===== src/verilog/ddr4_pkg.sv =====
package ddr4_pkg;

    // flit mode field
    localparam logic [3:0] mode_write_c     = 4'd0;
    localparam logic [3:0] mode_read_req_c  = 4'd1;
    localparam logic [3:0] mode_read_resp_c = 4'd2;
    localparam logic [3:0] mode_cfg_write_c = 4'd3;
    localparam logic [3:0] mode_cfg_read_c  = 4'd4;

    // writes and all responses
    typedef struct packed {
        logic [31:0] addr;
        logic [31:0] data;
    } noc_wr_payload_t;

    // read requests carry the return address in the data slot
    typedef struct packed {
        logic [31:0] addr;
        logic [31:0] ret_addr;
    } noc_rd_payload_t;

    typedef union packed {
        noc_wr_payload_t wr;
        noc_rd_payload_t rd;
    } noc_payload_u;

    typedef struct packed {
        logic [3:0]   mode;
        logic [3:0]   bsel;
        logic [7:0]   trg_modid;
        logic [7:0]   src_modid;
        noc_payload_u payload;
    } noc_flit_t;

    typedef enum logic [1:0] {
        ram_write,
        ram_read,
        cfg_write,
        cfg_read
    } req_kind_e;

    typedef struct packed {
        logic        valid;
        req_kind_e   kind;
        logic [3:0]  bsel;
        logic [31:0] word_addr;
        logic [31:0] wdata;
        logic [31:0] ret_addr;
        logic [7:0]  reply_modid;   // src_modid of the request
    } mem_req_t;

endpackage


===== src/verilog/noc_rx_decode.sv =====
module noc_rx_decode
    import ddr4_pkg::*;
#(
    parameter logic [7:0] HOME_MODID = 8'h21
) (
    input  logic      ddr4_clk_i,
    input  logic      ddr4_rst_n_i,
    input  logic      stall_i,
    input  logic      flit_valid_i,
    input  noc_flit_t flit_i,
    output mem_req_t  req_o,
    output logic      drop_o
);

    logic      r_flit_valid;
    noc_flit_t r_flit;
    mem_req_t  req_d;
    logic      mode_known;

    always_ff @(posedge ddr4_clk_i or negedge ddr4_rst_n_i) begin
        if (!ddr4_rst_n_i) begin
            r_flit_valid <= 1'b0;
        end else if (!stall_i) begin
            r_flit_valid <= flit_valid_i;
        end
    end

    always_ff @(posedge ddr4_clk_i) begin
        if (!stall_i && flit_valid_i) r_flit <= flit_i;
    end

    always_comb begin
        req_d             = '0;
        mode_known        = 1'b1;
        req_d.bsel        = r_flit.bsel;
        req_d.reply_modid = r_flit.src_modid;
        case (r_flit.mode)
            mode_write_c, mode_cfg_write_c: begin
                req_d.kind      = (r_flit.mode == mode_write_c) ? ram_write : cfg_write;
                req_d.word_addr = {2'b00, r_flit.payload.wr.addr[31:2]};
                req_d.wdata     = r_flit.payload.wr.data;
            end
            mode_read_req_c, mode_cfg_read_c: begin
                req_d.kind      = (r_flit.mode == mode_read_req_c) ? ram_read : cfg_read;
                req_d.word_addr = {2'b00, r_flit.payload.rd.addr[31:2]};
                req_d.ret_addr  = r_flit.payload.rd.ret_addr;
            end
            default: mode_known = 1'b0;   // incl. stray responses
        endcase
        req_d.valid = r_flit_valid && mode_known && (r_flit.trg_modid == HOME_MODID);
    end

    // counted in the regfile on the next edge
    assign drop_o = r_flit_valid && !req_d.valid;

    always_ff @(posedge ddr4_clk_i or negedge ddr4_rst_n_i) begin
        if (!ddr4_rst_n_i) begin
            req_o <= '0;
        end else if (!stall_i) begin
            req_o <= req_d;
        end
    end

endmodule


===== config.mk =====
export PLATFORM = sky130hd
export DESIGN_NAME = noc_rx_decode
export DESIGN_NICKNAME = d
export VERILOG_FILES = /design/src/verilog/ddr4_pkg.sv /design/src/verilog/noc_rx_decode.sv
export SDC_FILE = /design/constraint.sdc
export NUM_CORES = 1
export LEC_CHECK = 0
export ABC_CLOCK_PERIOD_IN_PS = 1900
export BUFFER_PORTS_ARGS = -buffer_cell sky130_fd_sc_hd__buf_2
export CAP_MARGIN = 20
export CORE_MARGIN = 2
export CORE_UTILIZATION = 32
export CTS_CLUSTER_SIZE = 10
export DETAILED_ROUTE_END_ITERATION = 10
export MAX_ROUTING_LAYER = met4
export PLACE_DENSITY_LB_ADDON = 0.08
export SLEW_MARGIN = 20
export SYNTH_ARGS = -nofsm -noshare
export SYNTH_HDL_FRONTEND = slang
export SYNTH_SLANG_ARGS = --single-unit

===== constraint.sdc =====
create_clock -name ddr4_clk_i -period 1.9 [get_ports ddr4_clk_i]
set_input_delay 0.095 -clock ddr4_clk_i [delete_from_list [all_inputs] [get_ports ddr4_clk_i]]
set_output_delay 0.095 -clock ddr4_clk_i [all_outputs]
set_load 0.01 [all_outputs]

==> flow_summary_export.csv <==
group,metric,value,unit
die,ios,204,
logic_synthesis,yosysMostFrequentCell,"dfrtp_1",
route,drtAntennaViolNets,0,
clock_tree,clock_path_buffers,2,
logic_synthesis,synth.top_cells.by_area,"dfrtp_1 40%, edfxtp_1 38%, a22o_1 5.2%, a22o_2 3.5%, nand2b_1 2.7%",
finish,design_area,9640,sq um
setup_path,critical_path_class,"reg2out",
placement,place_ws,0.202,ns
logic_synthesis,synth.avg_cell_area,16.6,sq um
global_route,antenna_found_initial,0,
placement,place_area,8190,sq um
logic_synthesis,synth-main-ff-cell,"dfrtp_1",
hold_path,hp-class,"in2reg",
finish,multi_input_area,1360,sq um
finish,utilization,45.9,%
timing,tightest_slew,0.555,ns
die,die-area,22600,sq um
logic_synthesis,yosysSeqAreaShare,77.7,%
clock_tree,cts_sinks,196,
pwr,p_per_area,942,nW/um^2
timing,min_period_over_period,95.6,%
route,drc,0,
clock_tree,clk_latency,0.42,ns
logic_synthesis,ys_types,30,
global_route,grt_pass1_wl,24.3,mm
global_route,overflow,0,
clock_tree,cts_tree,"built",
placement,dp_cells,871,
die,core,21000,sq um
finish,seqCellArea,5340,sq um
pwr,leakage,4.42,nW
logic_synthesis,yosys.area.top_type_share,40.1,%
setup_path,worstPathCellList,"a21oi_2 > o21ai_4 > o31a_1 > buf_2",
logic_synthesis,ys_warn_count,0,
logic_synthesis,ys_ff_latch,196,
timing,layout_min_cycle_time,1.82,ns
route,avgRoutedWirePerCell,15.9,microns
timing,hold_violations,0,
placement,hpwl,10.1,mm
clock_tree,cts-root-buf,"clkbuf_16",
clock_tree,cts_max_level,4,
placement,gp_congestion,0.725,
pwr,ir_drop,0.567,mV
finish,n_antenna_cell,0,
logic_synthesis,yosysTopAreaCell,"dfrtp_1",
global_route,grt_max_degree,90,
die,initial_core_util,32.7,%
die,die_h,150,microns
global_route,grt_pass1_vias,4450,
finish,drive_above_1_share,39.8,%
route,drtIter0Drc,184,
route,via_per_inst,4.43,
setup_path,slowest_stage,"edfxtp_1",
placement,io_buffer_count,199,
global_route,track_usage,14.7,%
timing,skew,0.00999,ns
logic_synthesis,synthArstFlopShare,56.1,%
die,num_rows,53,
finish,fillCellCount,1912,
setup_path,cp-end-kind,"output pin",
timing,setup_ws,0.0829,ns
logic_synthesis,synth_common_cells,"110 x dfrtp_1, 86 x edfxtp_1, 41 x a22o_1, 33 x nand2_1, 31 x o21ai_0",
finish,syn_to_final_growth,40.4,%
route,num_vias,4403,
route,wirelength,15.7,mm
setup_path,crit_fanout,14,
clock_tree,cts_made_buffers,17,
logic_synthesis,synth_edf_count,86,
clock_tree,path_clk_slew,0.07,ns
die,die_w,150,microns
finish,fin_cells,993,
timing,finalSetupViolCount,0,
route,drtPass1Iterations,4,
setup_path,arrival,1.72,ns
logic_synthesis,netlist_area,6860,sq um
job,maxCapViolations,0,
timing,drv_slew,0,
logic_synthesis,postSynthCellCount,413,
finish,fin_nets,797,
timing,max_slew_margin,63.0,%
setup_path,worstPathRequired,1.80,ns
setup_path,cp-start-kind,"flip-flop",
status,status,"complete, no violations",
timing,rsz0062_at_grt,"no",
timing,max_freq,550,MHz
setup_path,slowest_delay,0.50,ns
[what timing repair did]
action | CTS | global route
hold buffers | 87 | 0
hold endpoints to repair | 119 | 0
pin swaps | 0 | 1
setup endpoints to repair | 1 | 1
setup buffers | 3 | 0
gates resized for setup | 2 | 0
[logic make-up after synthesis]
| kind of cell | share of synthesized area (%) |
|---|---|
| flops | 77.7 |
| compound gates | 11.6 |
| buf+inv | 2.83 |
| other cells | 0.0546 |
| simple gates | 5.52 |
| mux | 1.97 |
| xor+xnor | 0.255 |
[area by class of cell]
type                       count  share of cell area [%]
tap                          275                    3.57
timing repair buffer         300                    21.3
clock inverter                13                    1.04
clock buffer                  19                    4.60
sequential                   196                    55.3
multi-input combinational    189                    14.1
inverter                       1                  0.0389
[state kept, by name, indices dropped and copies added (netlist names)]
signal / cells
req_o: 109
r_flit: 86
r_flit_valid: 1
[worst max-delay path, delay by kind of cell, from the launching register on]
family / cells / cell delay [ns]
flops: 1 / 0.50
buf+inv: 1 / 0.15
compound gates: 3 / 0.66
[where the power goes]
group	internal (W)	leakage [nW]	total, W	switching (W)
Combinational	0.000446	1.87	0.000879	0.000433
Sequential	0.00472	2.28	0.00484	0.000124
Clock	0.00174	0.264	0.00336	0.00162
[path summary, 6_finish.rpt]
check,from,endpoint,slack [ns],depth (start not counted)
max reg2reg,r_flit[84],req_o[54],0.30,6
min in group asynchronous,ddr4_rst_n_i,req_o[11],0.20,2
min reg2reg,req_o[110],req_o[110],0.48,2
max,r_flit[86],drop_o,0.08,4
min,stall_i,req_o[109],0.11,3
max in group asynchronous,ddr4_rst_n_i,req_o[18],0.95,3
[layout by cell type (no fill, tap or decap), types with 17 or more instances in the layout]
cell type | synthesis | layout
buf_2 | 5 | 197
dfrtp_1 | 110 | 110
dlygate4sd3_1 | 0 | 87
edfxtp_1 | 86 | 86
a22o_1 | 41 | 41
nand2_1 | 33 | 33
nand2b_1 | 30 | 30
o21ai_0 | 31 | 30
a22o_2 | 24 | 24
clkbuf_16 | 0 | 17
[per-layer routing]
layer	up-vias	global-route usage (%)	wire length, microns
li1	2094	-	-
met1	2155	19.2	7100
met2	144	22.5	7460
met3	10	3.82	1040
met4	0	4.39	146
met5	-	-	0
[per-stage QoR]
stage	hold slack (ns)	setup TNS (ns)	total power [W]
detailed placement	0.102	0	0.00568
global placement	0.103	0	0.00565
CTS	0.0891	0	0.00922
floorplan	-0.201	-1.93	0.00527
global route	0.0994	0	0.00949
finish	0.108	0	0.00908
(Power assumes the default switching activity.)
