--- src/verilog/ddr4_pkg.sv ---
package ddr4_pkg;

    // flit mode field
    localparam logic [3:0] mode_write_c     = 4'd0;
    localparam logic [3:0] mode_read_req_c  = 4'd1;
    localparam logic [3:0] mode_read_resp_c = 4'd2;
    localparam logic [3:0] mode_cfg_write_c = 4'd3;
    localparam logic [3:0] mode_cfg_read_c  = 4'd4;

    // writes and all responses
    typedef struct packed {
        logic [31:0] addr;
        logic [31:0] data;
    } noc_wr_payload_t;

    // read requests carry the return address in the data slot
    typedef struct packed {
        logic [31:0] addr;
        logic [31:0] ret_addr;
    } noc_rd_payload_t;

    typedef union packed {
        noc_wr_payload_t wr;
        noc_rd_payload_t rd;
    } noc_payload_u;

    typedef struct packed {
        logic [3:0]   mode;
        logic [3:0]   bsel;
        logic [7:0]   trg_modid;
        logic [7:0]   src_modid;
        noc_payload_u payload;
    } noc_flit_t;

    typedef enum logic [1:0] {
        ram_write,
        ram_read,
        cfg_write,
        cfg_read
    } req_kind_e;

    typedef struct packed {
        logic        valid;
        req_kind_e   kind;
        logic [3:0]  bsel;
        logic [31:0] word_addr;
        logic [31:0] wdata;
        logic [31:0] ret_addr;
        logic [7:0]  reply_modid;   // src_modid of the request
    } mem_req_t;

endpackage

--- src/verilog/ddr4_regfile.sv ---
module ddr4_regfile
    import ddr4_pkg::*;
(
    input  logic        ddr4_clk_i,
    input  logic        ddr4_rst_n_i,
    input  logic        stall_i,
    input  mem_req_t    req_i,
    input  logic        drop_i,
    output logic [31:0] rdata_o
);

    logic [31:0] r_scratch;
    logic [31:0] r_wr_cnt;
    logic [31:0] r_drop_cnt;
    logic [1:0]  reg_sel;   // addr bits 3:2
    logic        cfg_wr;

    assign reg_sel = req_i.word_addr[1:0];
    assign cfg_wr  = req_i.valid && req_i.kind == cfg_write && reg_sel == 2'd0;

    always_ff @(posedge ddr4_clk_i or negedge ddr4_rst_n_i) begin
        if (!ddr4_rst_n_i) begin
            r_scratch  <= '0;
            r_wr_cnt   <= '0;
            r_drop_cnt <= '0;
        end else if (!stall_i) begin
            for (int i = 0; i < 4; i++) begin
                if (cfg_wr && req_i.bsel[i]) r_scratch[i*8 +: 8] <= req_i.wdata[i*8 +: 8];
            end
            if (req_i.valid && req_i.kind == ram_write) r_wr_cnt <= r_wr_cnt + 32'd1;
            if (drop_i) r_drop_cnt <= r_drop_cnt + 32'd1;
        end
    end

    always_ff @(posedge ddr4_clk_i) begin
        if (!stall_i && req_i.valid && req_i.kind == cfg_read) begin
            case (reg_sel)
                2'd0:    rdata_o <= r_scratch;
                2'd1:    rdata_o <= r_wr_cnt;
                2'd2:    rdata_o <= r_drop_cnt;
                default: rdata_o <= '0;
            endcase
        end
    end

endmodule

--- config.mk ---
export PLATFORM = sky130hd
export DESIGN_NAME = ddr4_regfile
export DESIGN_NICKNAME = d
export VERILOG_FILES = /design/src/verilog/ddr4_pkg.sv /design/src/verilog/ddr4_regfile.sv
export SDC_FILE = /design/constraint.sdc
export NUM_CORES = 1
export LEC_CHECK = 0
export BUFFER_PORTS_ARGS = -buffer_cell sky130_fd_sc_hd__buf_2
export CAP_MARGIN = 20
export CORE_UTILIZATION = 45
export CTS_CLUSTER_DIAMETER = 80
export DETAILED_ROUTE_END_ITERATION = 10
export GPL_TIMING_DRIVEN = 0
export PLACE_DENSITY = 0.75
export SLEW_MARGIN = 20
export SYNTH_ARGS = -nofsm -noshare
export SYNTH_HDL_FRONTEND = slang
export SYNTH_SLANG_ARGS = --single-unit
--- constraint.sdc ---
create_clock -name ddr4_clk_i -period 1.9 [get_ports ddr4_clk_i]
set_clock_uncertainty 0.1 [all_clocks]
set_input_delay 0.38 -clock ddr4_clk_i [delete_from_list [all_inputs] [get_ports ddr4_clk_i]]
set_output_delay 0.38 -clock ddr4_clk_i [all_outputs]
set_load 0.1 [all_outputs]
==> impl_summary.log <==
INFO  metric fp.dieArea = 0.01317 mm²
INFO  metric clk_root_buffer_cell = sky130_fd_sc_hd__clkbuf_16
INFO  metric timing.slew.headroom = 0.4882
INFO  metric syn_to_final_growth = 24.97%
INFO  metric seq_power_share = 0.456
INFO  metric synth.yosys.warnings = 0
INFO  metric cap_viol_max_count = 0
INFO  metric cts-htree-levels = 4
INFO  metric synth_area = 0.005723 mm²
INFO  metric timing.final.crit_share = 0.9828
INFO  metric synth_cell_type_count = 33
INFO  metric firstDrtPassIters = 4
INFO  metric power_per_cell_area = 998.1 mW/mm²
INFO  metric start_util = 0.4686
INFO  metric cell_breakdown_of_the_critical_path = ha_1 > nand3b_1 > or4_4 > nor4_4 > xnor2_1
INFO  metric via_count_of_the_first_global_routing_pass = 4088
INFO  metric cp_slowest_stage_delay = 0.51 ns
INFO  metric holdPathStages = 2
INFO  metric remaining_drc_errors = 0
INFO  metric viasPerCell = 5.393
INFO  metric die_w = 114.8 µm
INFO  metric r2r_end = r_drop_cnt[22]
INFO  metric power_switching_share = 0.2414
INFO  metric timing.reg2reg.setup_slack = 0.03 ns
INFO  metric clk_pin_slew = 0.06 ns
INFO  metric clock_tree_from_tritoncts = done
INFO  metric timing_hold_violations_final = 0
INFO  metric timing.critical_path.from_type = flip-flop
INFO  metric first_iter_violations = 264
INFO  metric p_clk_frac = 0.446
INFO  metric final_cell_mix = 87 x sky130_fd_sc_hd__dfrtp_1, 75 x sky130_fd_sc_hd__buf_2, 48 x sky130_fd_sc_hd__xnor2_1
INFO  metric routed_wl_per_cell = 17.30 µm
INFO  metric holdPathEnd = r_scratch[6]
INFO  metric register_area = 0.003374 mm²
INFO  metric cts-buffers-inserted = 17
INFO  metric finalWeightedCongestion = 0.8477
INFO  metric timing.reg2reg.worst_path_depth = 5
INFO  metric clock.fmax = 0.5355 GHz
INFO  metric layout.nets = 682
INFO  metric crit_path_max_fanout = 3
INFO  metric insertedDiodeCount = 0
INFO  metric worst_slew_pin_slew = 0.7677 ns
INFO  metric cts_num_sinks = 128
INFO  metric design.core.area = 0.01221 mm²
INFO  metric first_pass_grt_wire_length = 21.08 mm
INFO  metric number_of_flip_flops_and_latches_in_the_synthesized_netlist = 128
INFO  metric hold_ws = 0.09548 ns
INFO  metric report.power.total = 7.138 mW
INFO  metric floorplan.die.height = 114.8 µm
INFO  metric ant_nets = 0
INFO  metric timing.critical_path.from = r_drop_cnt[0]
INFO  metric worst_hold_startpoint = req_i[46]
INFO  metric layout_commonest_cell = sky130_fd_sc_hd__dfrtp_1
INFO  metric max_buffers_root_to_sink = 2
INFO  metric placementRows = 40
INFO  metric syn-num-nets = 573
INFO  metric critical_path_required = 2.14 ns
INFO  metric finalSetupViolCount = 0
INFO  metric post-dp-hpwl = 8.943 mm
INFO  metric final.min_clock_period = 1.867 ns
INFO  metric crit-reg2reg-launch = r_drop_cnt[0]
INFO  metric outcome = finished clean
INFO  metric dominant_delay_contributor_by_cell_family_on_the_critical_path = simple AND/OR/NAND/NOR gates
INFO  metric unrepaired_setup_endpoints_after_global_routing = yes
INFO  metric slew_violations = 0
INFO  metric num_vias = 4023
INFO  metric clk_latency = 0.42 ns
INFO  metric slowest_stage = sky130_fd_sc_hd__or4_4
INFO  metric worst-setup-path-type = flip-flop to flip-flop
INFO  metric port_buffers = 75
INFO  metric setup.worst_path.end_class = flip-flop
INFO  metric drive_above_1_share = 0.3131
INFO  metric synthesis.instances = 456
INFO  metric synthesis.area_per_instance = 12.55 µm²
INFO  metric grt_max_degree = 52
INFO  metric multiInputGateArea = 0.002396 mm²
INFO  metric critical_path_buf_inv_count = 0
INFO  metric ir_worst_vdd = 0.5280 mV
INFO  metric overflow = 0
INFO  metric worst-endpoint-arrival = 2.11 ns
INFO  metric register_area_share_after_synthesis = 0.5877
INFO  metric fillerInstances = 965
INFO  metric p_comb_frac = 0.099
INFO  metric hold_path_class = input port to flip-flop
INFO  metric grt_use_total = 0.2152
INFO  metric wirelength = 12.90 mm
INFO  metric ios = 147
INFO  metric cellLeakagePower = 3.210 nW
INFO  metric internal_power = 5.415 mW
INFO  metric power_switching = 1.723 mW
INFO  metric antenna_found_initial = 0
-- timing repair --
action	in CTS	in global routing
hold endpoints to repair	45	0
hold buffers	1	0
gates resized for setup	10	11
pin swaps	6	5
endpoints found under the setup margin	63	37
buffers inserted	9	5
-- layer usage --
| layer | track usage | routed length, µm | vias to the layer above | share of wire |
|---|---|---|---|---|
| li1 | - | - | 1869 | - |
| met1 | 0.2769 | 5642 | 2019 | 0.44 |
| met2 | 0.3568 | 6462 | 113 | 0.50 |
| met3 | 0.04850 | 513 | 22 | 0.040 |
| met4 | 0.08398 | 286 | 0 | 0.022 |
| met5 | 0 | 0 | - | 0 |
-- layout make-up --
class	count	area share
buffer	13	0.006998
clock inverter	6	0.01155
sequential	128	0.4718
inverter	4	0.002099
tap	168	0.02939
clock buffer	26	0.06980
multi-input combinational	310	0.3350
timing repair buffer	91	0.07330
-- kinds of logic after synthesis --
group	synth area share
AND/OR/NAND/NOR	0.1504
flip-flops	0.5877
multiplexers	0.1229
XOR/XNOR	0.09488
AO/OA/AOI/OAI	0.02798
buffers and inverters	0.01181
adder cells (fa/ha/maj)	0.004372
-- worst max-delay path by stage --
| stage | cells past startpoint | end |
|---|---|---|
| global placement | 1 | r_wr_cnt[22] |
| CTS | 5 | r_drop_cnt[22] |
| global route | 6 | r_wr_cnt[26] |
| detailed placement | 5 | r_scratch[11] |
| finish | 5 | r_drop_cnt[22] |
| floorplan | 4 | r_scratch[0] |
-- synth_stat cells --
master                     count  area [µm²]
sky130_fd_sc_hd__and2_0        1       6.260
sky130_fd_sc_hd__nor4b_2       1       15.01
sky130_fd_sc_hd__nor2b_1       2       12.51
sky130_fd_sc_hd__mux2_2       34       382.9
sky130_fd_sc_hd__and2_1        2       12.51
sky130_fd_sc_hd__nor3_1        4       20.02
sky130_fd_sc_hd__and4_1        9       78.83
sky130_fd_sc_hd__nand3_1      25       125.1
sky130_fd_sc_hd__or3b_1        1       8.760
sky130_fd_sc_hd__dfrtp_1      96        2402
sky130_fd_sc_hd__nand2_2       4       25.02
sky130_fd_sc_hd__and3_1       12       75.07
sky130_fd_sc_hd__o21ai_0      32       160.2
sky130_fd_sc_hd__ha_1          2       25.02
sky130_fd_sc_hd__nor2_1        7       26.28
sky130_fd_sc_hd__xor2_1       14       122.6
sky130_fd_sc_hd__or2_2         1       6.260
sky130_fd_sc_hd__nand4_1      23       143.9
sky130_fd_sc_hd__nor4b_4       1       23.77
sky130_fd_sc_hd__or4_4         1       11.26
sky130_fd_sc_hd__mux2i_1      32       320.3
sky130_fd_sc_hd__nor4_2        2       25.02
sky130_fd_sc_hd__edfxtp_1     32       960.9
sky130_fd_sc_hd__nand2_1      42       157.7
sky130_fd_sc_hd__nand3b_1      1       7.510
sky130_fd_sc_hd__buf_1         3       11.26
sky130_fd_sc_hd__nand4b_1      2       17.52
sky130_fd_sc_hd__inv_1         4       15.01
sky130_fd_sc_hd__and4b_1       1       10.01
sky130_fd_sc_hd__nor4_1        5       31.28
sky130_fd_sc_hd__nor4_4        1       21.27
sky130_fd_sc_hd__clkbuf_1     11       41.29
sky130_fd_sc_hd__xnor2_1      48       420.4
-- sequential cells by signal, indices dropped and copies added, names as in the netlist --
signal	flops
r_scratch	32
r_drop_cnt	32
r_wr_cnt	32
rdata_o	32
-- worst reg2reg max path, delay by kind of cell (launching register included) --
family | cells | cell delay, ns
xor gates and xnor gates | 1 | 0.15
adders and majority gates | 1 | 0.18
DFF | 1 | 0.36
and+or+nand+nor | 3 | 1.00
-- power groups by stage --
stage / sequential, mW / clock, mW / combinational, mW
global placement: 3.27 / 0 / 0.593
detailed placement: 3.28 / 0 / 0.627
global route: 3.28 / 3.33 / 0.767
floorplan: 3.31 / 0 / 0.335
finish: 3.25 / 3.18 / 0.706
CTS: 3.25 / 3.21 / 0.683
-- per-stage QoR --
stage / area, µm² / setup WS [ns] / setup TNS [ns] / util / std cells
floorplan: 5747 / -0.005568 / -0.04454 / - / 456
global placement: 6332 / -0.5530 / -95.65 / 0.5185 / 699
detailed placement: 6367 / -0.5003 / -33.40 / 0.5214 / 700
CTS: 7077 / -0.03721 / -0.03721 / 0.5795 / 741
global route: 7152 / -0.03631 / -0.1407 / 0.5857 / 746
finish: 7152 / 0.03271 / 0 / 0.5857 / 746
No activity file was read; power rests on OpenSTA's default activity.
