File: src/verilog/ddr4_pkg.sv
package ddr4_pkg;

    // flit mode field
    localparam logic [3:0] mode_write_c     = 4'd0;
    localparam logic [3:0] mode_read_req_c  = 4'd1;
    localparam logic [3:0] mode_read_resp_c = 4'd2;
    localparam logic [3:0] mode_cfg_write_c = 4'd3;
    localparam logic [3:0] mode_cfg_read_c  = 4'd4;

    // writes and all responses
    typedef struct packed {
        logic [31:0] addr;
        logic [31:0] data;
    } noc_wr_payload_t;

    // read requests carry the return address in the data slot
    typedef struct packed {
        logic [31:0] addr;
        logic [31:0] ret_addr;
    } noc_rd_payload_t;

    typedef union packed {
        noc_wr_payload_t wr;
        noc_rd_payload_t rd;
    } noc_payload_u;

    typedef struct packed {
        logic [3:0]   mode;
        logic [3:0]   bsel;
        logic [7:0]   trg_modid;
        logic [7:0]   src_modid;
        noc_payload_u payload;
    } noc_flit_t;

    typedef enum logic [1:0] {
        ram_write,
        ram_read,
        cfg_write,
        cfg_read
    } req_kind_e;

    typedef struct packed {
        logic        valid;
        req_kind_e   kind;
        logic [3:0]  bsel;
        logic [31:0] word_addr;
        logic [31:0] wdata;
        logic [31:0] ret_addr;
        logic [7:0]  reply_modid;   // src_modid of the request
    } mem_req_t;

endpackage

File: src/verilog/noc_tx_reply.sv
module noc_tx_reply
    import ddr4_pkg::*;
#(
    parameter logic [7:0] HOME_MODID = 8'h21
) (
    input  logic        ddr4_clk_i,
    input  logic        ddr4_rst_n_i,
    input  logic        stall_i,
    input  mem_req_t    req_i,
    input  logic [31:0] ram_rdata_i,
    input  logic [31:0] cfg_rdata_i,
    output logic        tx_valid_o,
    output noc_flit_t   tx_flit_o
);

    logic        is_read;
    logic        r_valid;
    req_kind_e   r_kind;
    logic [31:0] r_ret_addr;
    logic [7:0]  r_reply_modid;
    noc_flit_t   resp_d;

    assign is_read = req_i.valid && (req_i.kind == ram_read || req_i.kind == cfg_read);

    always_ff @(posedge ddr4_clk_i or negedge ddr4_rst_n_i) begin
        if (!ddr4_rst_n_i) begin
            r_valid    <= 1'b0;
            tx_valid_o <= 1'b0;
        end else if (!stall_i) begin
            r_valid    <= is_read;
            tx_valid_o <= r_valid;
        end
    end

    // request side delayed to meet the read data
    always_ff @(posedge ddr4_clk_i) begin
        if (!stall_i) begin
            r_kind        <= req_i.kind;
            r_ret_addr    <= req_i.ret_addr;
            r_reply_modid <= req_i.reply_modid;
        end
    end

    always_comb begin
        resp_d.mode            = mode_read_resp_c;
        resp_d.bsel            = 4'hF;
        resp_d.trg_modid       = r_reply_modid;
        resp_d.src_modid       = HOME_MODID;
        resp_d.payload.wr.addr = r_ret_addr;
        resp_d.payload.wr.data = (r_kind == cfg_read) ? cfg_rdata_i : ram_rdata_i;
    end

    always_ff @(posedge ddr4_clk_i) begin
        if (!stall_i && r_valid) tx_flit_o <= resp_d;   // held until next response
    end

endmodule

File: config.mk
export PLATFORM = sky130hd
export DESIGN_NAME = noc_tx_reply
export DESIGN_NICKNAME = d
export VERILOG_FILES = /design/src/verilog/ddr4_pkg.sv /design/src/verilog/noc_tx_reply.sv
export SDC_FILE = /design/constraint.sdc
export NUM_CORES = 1
export LEC_CHECK = 0
export ABC_AREA = 0
export BUFFER_PORTS_ARGS = -buffer_cell sky130_fd_sc_hd__buf_4
export CAP_MARGIN = 30
export CORE_MARGIN = 5
export CORE_UTILIZATION = 35
export DETAILED_ROUTE_END_ITERATION = 10
export GPL_TIMING_DRIVEN = 1
export PLACE_DENSITY_LB_ADDON = 0.15
export SKIP_CTS_REPAIR_TIMING = 1
export SYNTH_ARGS = -nofsm -noshare
export SYNTH_HDL_FRONTEND = slang
export SYNTH_SLANG_ARGS = --single-unit
File: constraint.sdc
create_clock -name ddr4_clk_i -period 5.1 [get_ports ddr4_clk_i]
set_input_delay 0.255 -clock ddr4_clk_i [delete_from_list [all_inputs] [get_ports ddr4_clk_i]]
set_output_delay 0.255 -clock ddr4_clk_i [all_outputs]
set_load 0.02 [all_outputs]
==> results.cfg, run 1 <==
[status]
status = finished clean

[setup_path]
cpLargestDelayFamily = simple AND/OR/NAND/NOR gates
cpPeakStageDelay_ns = 0.75
required_ns = 5.13
start_kind = flop
critPathKind = flop to flop
path_cells = nor2b_4, buf_4
crit_arrival_ns = 2.12
endpoint_kind = flop
crit_path_top_delay_cell = nor2b_4
cp_max_fo = 41
path_buf_inv = 1

[logic_synthesis]
yosys.cell_types.count = 13
synth_top_area_frac = 0.820
syn-instance-count = 176
synthTopCellsByArea = edfxtp_1 (82%), mux2_4 (11%), buf_4 (2.9%), buf_12 (1.4%), dfrtp_1 (1.2%)
synth_top_area_cell = edfxtp_1
syn_area_um2 = 4180
synth_seq_cells = 116
seq_area_frac_synth = 0.832
avgSynthCellArea_um2 = 23.7
ys_warn_count = 0

[placed_design]
place_ws_ns = 2.92
post-dp-hpwl_um = 6180
port_buffers = 182
gp_congestion = 0.702
postPlaceCellArea_um2 = 5610
dp.cells = 497

[global_routing]
grt_pass1_wl_um = 13000
grt_pass1_vias = 2419
grtUsageTotal = 0.121
antenna_found_initial = 0
grt-ovfl-total = 0
grt_max_degree = 43

[finish]
ff_latch_area_um2 = 3470
antennaDiodeCount = 0
areaGrowthSynthToFinish_pct = 48.7
drive_above_1_share = 0.638
final_cells = 530
fin_nets = 552
fin_util = 0.537
multi_input_area_um2 = 578
final_cell_area_um2 = 6210
fillers = 963

[power]
p_leak_nw = 2.61
powerDensity_nw_per_um2 = 402
power_mw = 2.50
irDropWorstVdd_v = 0.000233

[route]
drt_iter0_drc = 114
routedWlPerCell_um = 16.2
drc = 0
drt_pass1_iterations = 4
routed-via-count = 2215
ant_nets = 0
finalWirelength_um = 8600
via_per_inst = 4.18

[timing]
min_period_ns = 2.09
setup_violations = 0
holdWs_ns = 0.0328
hold_viol_final = 0
worstMarginPinSlew_ns = 0.910
fin_crit_sh = 0.411
maxSlewViolCount = 0
fmax_mhz = 478
slew_headroom = 0.392
rsz0062_at_grt = no
timing.final.ws_setup_ns = 3.01
final.setup.tns_ns = 0
finClkSkew_ns = 0.00768

[cts]
cts_tree = built
numCtsBuffers = 17
htreeDepth = 4
clock_sinks = 116
insertion_delay_ns = 0.40
clk_pin_slew_ns = 0.05
clk_path_buf_depth = 2
root_buffer = clkbuf_16

[die]
num_io_pins = 267
die_w_um = 119
die_area_um2 = 14200
floorplan.initialDensity = 0.361
rows = 39
fp.coreArea_um2 = 11600
dieHeight_um = 119

[job]
maxCapViolCount = 0

[worst_hold_path]
min-delay-path-class = primary input to flop
-- cell type report --
type | count | share of cell area
inverters | 1 | 0.000604
flip-flops and latches | 116 | 0.559
multi-input cells | 54 | 0.0931
clock inverters | 14 | 0.0262
well taps | 143 | 0.0288
clock buffers | 18 | 0.0691
repair buffers | 184 | 0.223
-- worst reg2reg max path, stage by stage, from the launching register on --
cell and delay, ns:
dfrtp_1 0.34, nor2b_4 0.75, buf_4 0.60
-- flip-flops by register name (all words and copies together) (netlist names) --
register / cells
r_ret_addr: 32
tx_valid_o: 1
tx_flit_o: 72
r_valid: 1
r_kind: 2
r_reply_modid: 8
-- layer usage --
layer	vias to the layer above	part of all wire	wire length, um	global-route usage
li1	1051	-	-	-
met1	1018	0.39	3340	0.137
met2	141	0.46	3960	0.183
met3	5	0.14	1230	0.0782
met4	0	0.0067	58	0.0478
met5	-	0	0	0
-- layout by cell type, fill, tap and decap left out --
cell type,instances
a21o_1,1
buf_4,183
bufinv_16,3
clkbuf_1,1
clkbuf_16,17
clkinv_1,2
clkinv_2,2
clkinv_4,2
clkinvlp_4,5
conb_1,16
dfrtp_1,2
dlygate4sd3_1,1
edfxtp_1,114
inv_2,1
mux2_2,2
mux2_4,30
nand2_1,2
nand2_4,1
nor2b_4,1
o21ai_0,1
-- synthesized netlist by cell type (all sizes together) --
cell type and number:
mux2 32, o21ai 1, edfxtp 114, nand2 3, buf 19, conb 2, dfrtp 2, nor2b 1
inv 1, a21o 1
-- where the power goes --
part	switching [mW]	internal, mW
sequential	0.0129	1.11
clock	0.398	0.762
combinational	0.0947	0.115
total	0.506	1.99
-- cell families (layout without fill, tap and decap cells) --
kind of cell | count (synthesis) | after routing | share of synthesized area
AOI/OAI and AO/OA | 2 | 2 | 0.00300
buffers and inverters | 20 | 217 | 0.0441
DFF | 116 | 116 | 0.832
muxes | 32 | 32 | 0.113
other | 2 | 16 | 0.00180
and+or+nand+nor | 4 | 4 | 0.00599
-- path summary, 6_finish.rpt --
kind	from	to	slack, ns	cells past startpoint
max	r_valid	tx_flit_o[54]	3.01	2
min	req_i[12]	r_ret_addr[4]	0.03	1
max reg2reg	r_valid	tx_flit_o[54]	3.01	2
min reg2reg	r_ret_addr[23]	tx_flit_o[55]	0.42	0
max in group asynchronous	ddr4_rst_n_i	tx_valid_o	4.84	2
min in group asynchronous	ddr4_rst_n_i	r_valid	0.17	2
Note: power is estimated with default switching activity, not from simulation.
==> inputs of run 2 (changes only) <==
- clock period: 5.1 -> 2.03 ns (I/O delays scaled with it)
==> run 2 against run 1 <==
Via count up 17%. Global-route usage down 0.14 points. Combinational power rose to 3.2 times the previous value. Worst hold slack worse by 0.026 ns. Routed wire length up 12%.
==> results.cfg, run 2 (synthesis gave the netlist of run 1 again) <==
[finish]
final_cells = 615
final_cell_area_um2 = 7120
reg_top3 = tx_flit_o x72, r_ret_addr x32, r_reply_modid x8
top_register = tx_flit_o
largest_register_ffs = 72
areaGrowthSynthToFinish_pct = 70.5
fillers = 845
antennaDiodeCount = 0
final_cell_mix = buf_4 (184), edfxtp_1 (114), dlygate4sd3_1 (83)
fin_nets = 637
drive_above_1_share = 0.536
final_common_cell = buf_4

[setup_path]
crit_arrival_ns = 1.97
worstReg2RegStart = r_kind[0]
crit-reg2reg-capture = tx_flit_o[30]
endpoint_kind = flop
r2r_cells = 3
r2r_setup_slack_ns = 0.20
critPathKind = flop to flop
cp_max_fo = 15
start_kind = flop
required_ns = 2.17

[power]
irDropWorstVdd_v = 0.000561
powerDensity_nw_per_um2 = 933
p_leak_nw = 3.01

[cts]
cts_tree = built
clock_sinks = 116
clk_pin_slew_ns = 0.06
clk_path_buf_depth = 2
numCtsBuffers = 17
htreeDepth = 4
insertion_delay_ns = 0.40
root_buffer = clkbuf_16

[route]
ant_nets = 0
drc = 0
drt_iter0_drc = 91
routed-via-count = 2591
finalWirelength_um = 9600
via_per_inst = 4.21
routedWlPerCell_um = 15.6
drt_pass1_iterations = 4

[global_routing]
grt_pass1_wl_um = 12800
antenna_found_initial = 0
grt_pass1_vias = 2388
grtUsageTotal = 0.120
grt_max_degree = 45
grt-ovfl-total = 0

[timing]
fin_crit_sh = 0.902
finClkSkew_ns = 0.00630
hold_viol_final = 0
fmax_mhz = 546
final.setup.tns_ns = 0
min_period_ns = 1.83
setup_violations = 0
timing.final.ws_setup_ns = 0.200
rsz0062_at_grt = no
worstMarginPinSlew_ns = 0.559
maxSlewViolCount = 0
holdWs_ns = 0.00673
slew_headroom = 0.627

[placed_design]
place_ws_ns = 0.528
post-dp-hpwl_um = 6130
postPlaceCellArea_um2 = 5660
dp.cells = 500
gp_congestion = 0.719
port_buffers = 182

[die]
die_area_um2 = 14200
num_io_pins = 267
rows = 39
die_w_um = 119
fp.coreArea_um2 = 11600
dieHeight_um = 119
floorplan.initialDensity = 0.361

[worst_hold_path]
hp-start = ram_rdata_i[31]
hold_depth = 2
min-delay-path-class = primary input to flop
hold_end = tx_flit_o[31]

[status]
status = finished clean

[job]
maxCapViolCount = 0
==> run 2: cell count changes in the layout (fill, tap and decap cells not counted), sizes merged <==
cell	previous run	this run
dlygate4sd3	1	83
buf	183	186
bufinv	3	4
inv	1	4
clkbuf	18	17
clkinv	6	5
clkinvlp	5	3
==> run 2: through the flow <==
| stage | power (mW) | utilization |
|---|---|---|
| final | 6.64 | 0.615 |
| after global routing | 6.87 | 0.615 |
| after CTS | 6.58 | 0.544 |
| after detailed placement | 3.42 | 0.489 |
| after global placement | 3.41 | 0.489 |
| after floorplan | 3.17 | - |
==> run 2: final cells by class <==
| type | instances | area (um2) | share of cell area |
|---|---|---|---|
| Clock buffer | 17 | 425 | 0.0598 |
| Clock inverter | 15 | 205 | 0.0288 |
| Inverter | 1 | 3.75 | 0.000527 |
| Multi-Input combinational cell | 54 | 578 | 0.0812 |
| Sequential cell | 116 | 3470 | 0.488 |
| Tap cell | 143 | 179 | 0.0251 |
| Timing Repair Buffer | 269 | 2250 | 0.316 |
==> run 2: critical path, cell delays in order, from the launching register on <==
cell,delay (ns)
edfxtp_1,0.41
nand2_4,0.27
mux2_4,0.33
dlygate4sd3_1,0.56
==> run 2: routing by layer <==
metal,track usage,vias up,part of all wire
met1,0.135,1212,0.38
met5,0,-,0
li1,-,1220,-
met4,0.0587,0,0.016
met3,0.0673,15,0.12
met2,0.183,144,0.48
==> run 2: how the worst max path moves through the flow <==
stage	endpoint	cells after the start	start
global placement	tx_flit_o[13]	3	r_kind[0]
CTS	tx_flit_o[13]	3	r_kind[0]
finish	tx_flit_o[30]	3	r_kind[0]
detailed placement	tx_flit_o[13]	3	r_kind[0]
global route	tx_flit_o[30]	3	r_kind[0]
floorplan	tx_flit_o[0]	1	r_valid
==> run 2: report_power, final <==
part	internal, mW	switching [mW]	leakage (nW)	total [mW]
logic	0.407	0.270	1.61	0.677
clock network	2.06	1.07	0.300	3.13
registers	2.79	0.0337	1.10	2.83
==> inputs of run 3 (changes only) <==
- PLACE_DENSITY_LB_ADDON: 0.15 -> 0.12
- SKIP_LAST_GASP: unset -> 1
- clock period: 2.03 -> 1.85 ns (I/O delays scaled with it)
==> run 3 against run 2 <==
Worst hold slack improved by 0.011 ns. Register-to-register slack got worse by 0.14 ns. Via count rose by 0.23%. Die area did not move. Core utilization rose by 1.9 points. Global-route usage barely moved. Worst setup slack got worse by 0.14 ns. Largest power group unchanged.
==> results.cfg, run 3 (synthesis gave the netlist of run 1 again) <==
[timing]
timing.final.ws_setup_ns = 0.0581
fmax_mhz = 558
min_period_ns = 1.79
rsz0062_at_grt = no
fin_crit_sh = 0.969
holdWs_ns = 0.0175
setup_violations = 0
maxSlewViolCount = 0
hold_viol_final = 0
finClkSkew_ns = 0.00667

[finish]
final_common_cell = buf_4
fin_nets = 658
largest_register_ffs = 72
reg_top3 = tx_flit_o x72, r_ret_addr x32, r_reply_modid x8
final_cell_mix = buf_4 (183), edfxtp_1 (114), dlygate4sd3_1 (104)
fin_util = 0.634
top_register = tx_flit_o
areaGrowthSynthToFinish_pct = 75.7
final_cell_area_um2 = 7330
final_cells = 636
antennaDiodeCount = 0
drive_above_1_share = 0.507

[cts]
cts_tree = built
clock_sinks = 116
clk_path_buf_depth = 2
insertion_delay_ns = 0.39
htreeDepth = 4
numCtsBuffers = 17
clk_pin_slew_ns = 0.05
root_buffer = clkbuf_16

[route]
dr_wl_met3_um = 1010
top_layer = met4
routed-via-count = 2597
met1_length_um = 3640
ant_nets = 0
via_per_inst = 4.08
routedWlPerCell_um = 15.6
finalWirelength_um = 9900
drt_pass1_iterations = 4
routed-wl-met2_um = 5170
drt_iter0_drc = 100
drc = 0

[power]
p_leak_nw = 3.10
p_seq_frac = 0.427
p_comb_frac = 0.109
irDropWorstVdd_v = 0.000700
p_switching_mw = 1.42
swShare = 0.195
p_clk_frac = 0.464
p_int_mw = 5.85
powerDensity_nw_per_um2 = 991

[global_routing]
antenna_found_initial = 0
grt_max_degree = 44
grt_pass1_wl_um = 12800
grt_pass1_vias = 2312
grtUsageTotal = 0.120
grt-ovfl-total = 0

[placed_design]
post-dp-hpwl_um = 6210
gp_congestion = 0.697
place_ws_ns = 0.375
port_buffers = 182
dp.cells = 500
postPlaceCellArea_um2 = 5670

[setup_path]
crit_arrival_ns = 1.93
cp_max_fo = 13
critPathKind = flop to flop
start_kind = flop
endpoint_kind = flop
required_ns = 1.99

[die]
floorplan.initialDensity = 0.361
die_w_um = 119
dieHeight_um = 119
rows = 39
die_area_um2 = 14200
num_io_pins = 267
fp.coreArea_um2 = 11600

[worst_hold_path]
min-delay-path-class = primary input to flop

[job]
maxCapViolCount = 0

[status]
status = finished clean
-- run 3: cell types whose count changed in the layout (fill, tap and decap cells not counted) --
| cell | change |
|---|---|
| dlygate4sd3_1 | +21 |
| clkbuf_8 | +5 |
| inv_6 | -3 |
| clkbuf_1 | +2 |
| clkinv_4 | -2 |
| buf_12 | +1 |
| buf_4 | -1 |
| bufinv_16 | -1 |
| clkinv_1 | +1 |
| clkinvlp_4 | -1 |
| inv_2 | -1 |
-- run 3: through the flow --
stage / total power, mW / TNS [ns]
6_report: 7.27 / 0
5_1_grt: 7.53 / 0
3_5_place_dp: 3.75 / 0
2_1_floorplan: 3.47 / -1.34
4_1_cts: 7.15 / 0
3_3_place_gp: 3.74 / 0
-- run 3: worst paths after layout --
kind | slack [ns] | start | to | depth (start not counted)
setup / recovery | 0.06 | r_kind[0] | tx_flit_o[10] | 3
hold / removal | 0.02 | cfg_rdata_i[25] | tx_flit_o[25] | 2
setup reg to reg | 0.06 | r_kind[0] | tx_flit_o[10] | 3
hold reg to reg | 0.42 | r_ret_addr[25] | tx_flit_o[57] | 0
max in group asynchronous | 1.72 | ddr4_rst_n_i | r_valid | 2
min in group asynchronous | 0.04 | ddr4_rst_n_i | tx_valid_o | 2
-- run 3: power by group through the flow --
stage	clock network [mW]	logic (mW)	registers, mW
3_3_place_gp	0	0.592	3.15
6_report	3.37	0.793	3.10
5_1_grt	3.57	0.838	3.12
3_5_place_dp	0	0.597	3.16
2_1_floorplan	0	0.245	3.23
4_1_cts	3.45	0.600	3.10
-- run 3: final cells by class --
type	instances	area, um2
fill	809	4230
sequential	116	3470
timing repair buffer	290	2470
multi-input combinational	54	578
clock buffer	24	502
tap	143	179
clock inverter	8	124
inverter	1	3.75
-- run 3: layer usage --
layer,global-route usage,vias up
met5,0,-
met2,0.197,118
met4,0.0456,0
met1,0.123,1212
li1,-,1261
met3,0.0758,6
-- run 3: worst max-delay path, stage by stage (launching register included) --
cell and delay [ns]:
edfxtp_1 0.40, nand2_4 0.24, mux2_4 0.33, dlygate4sd3_1 0.56
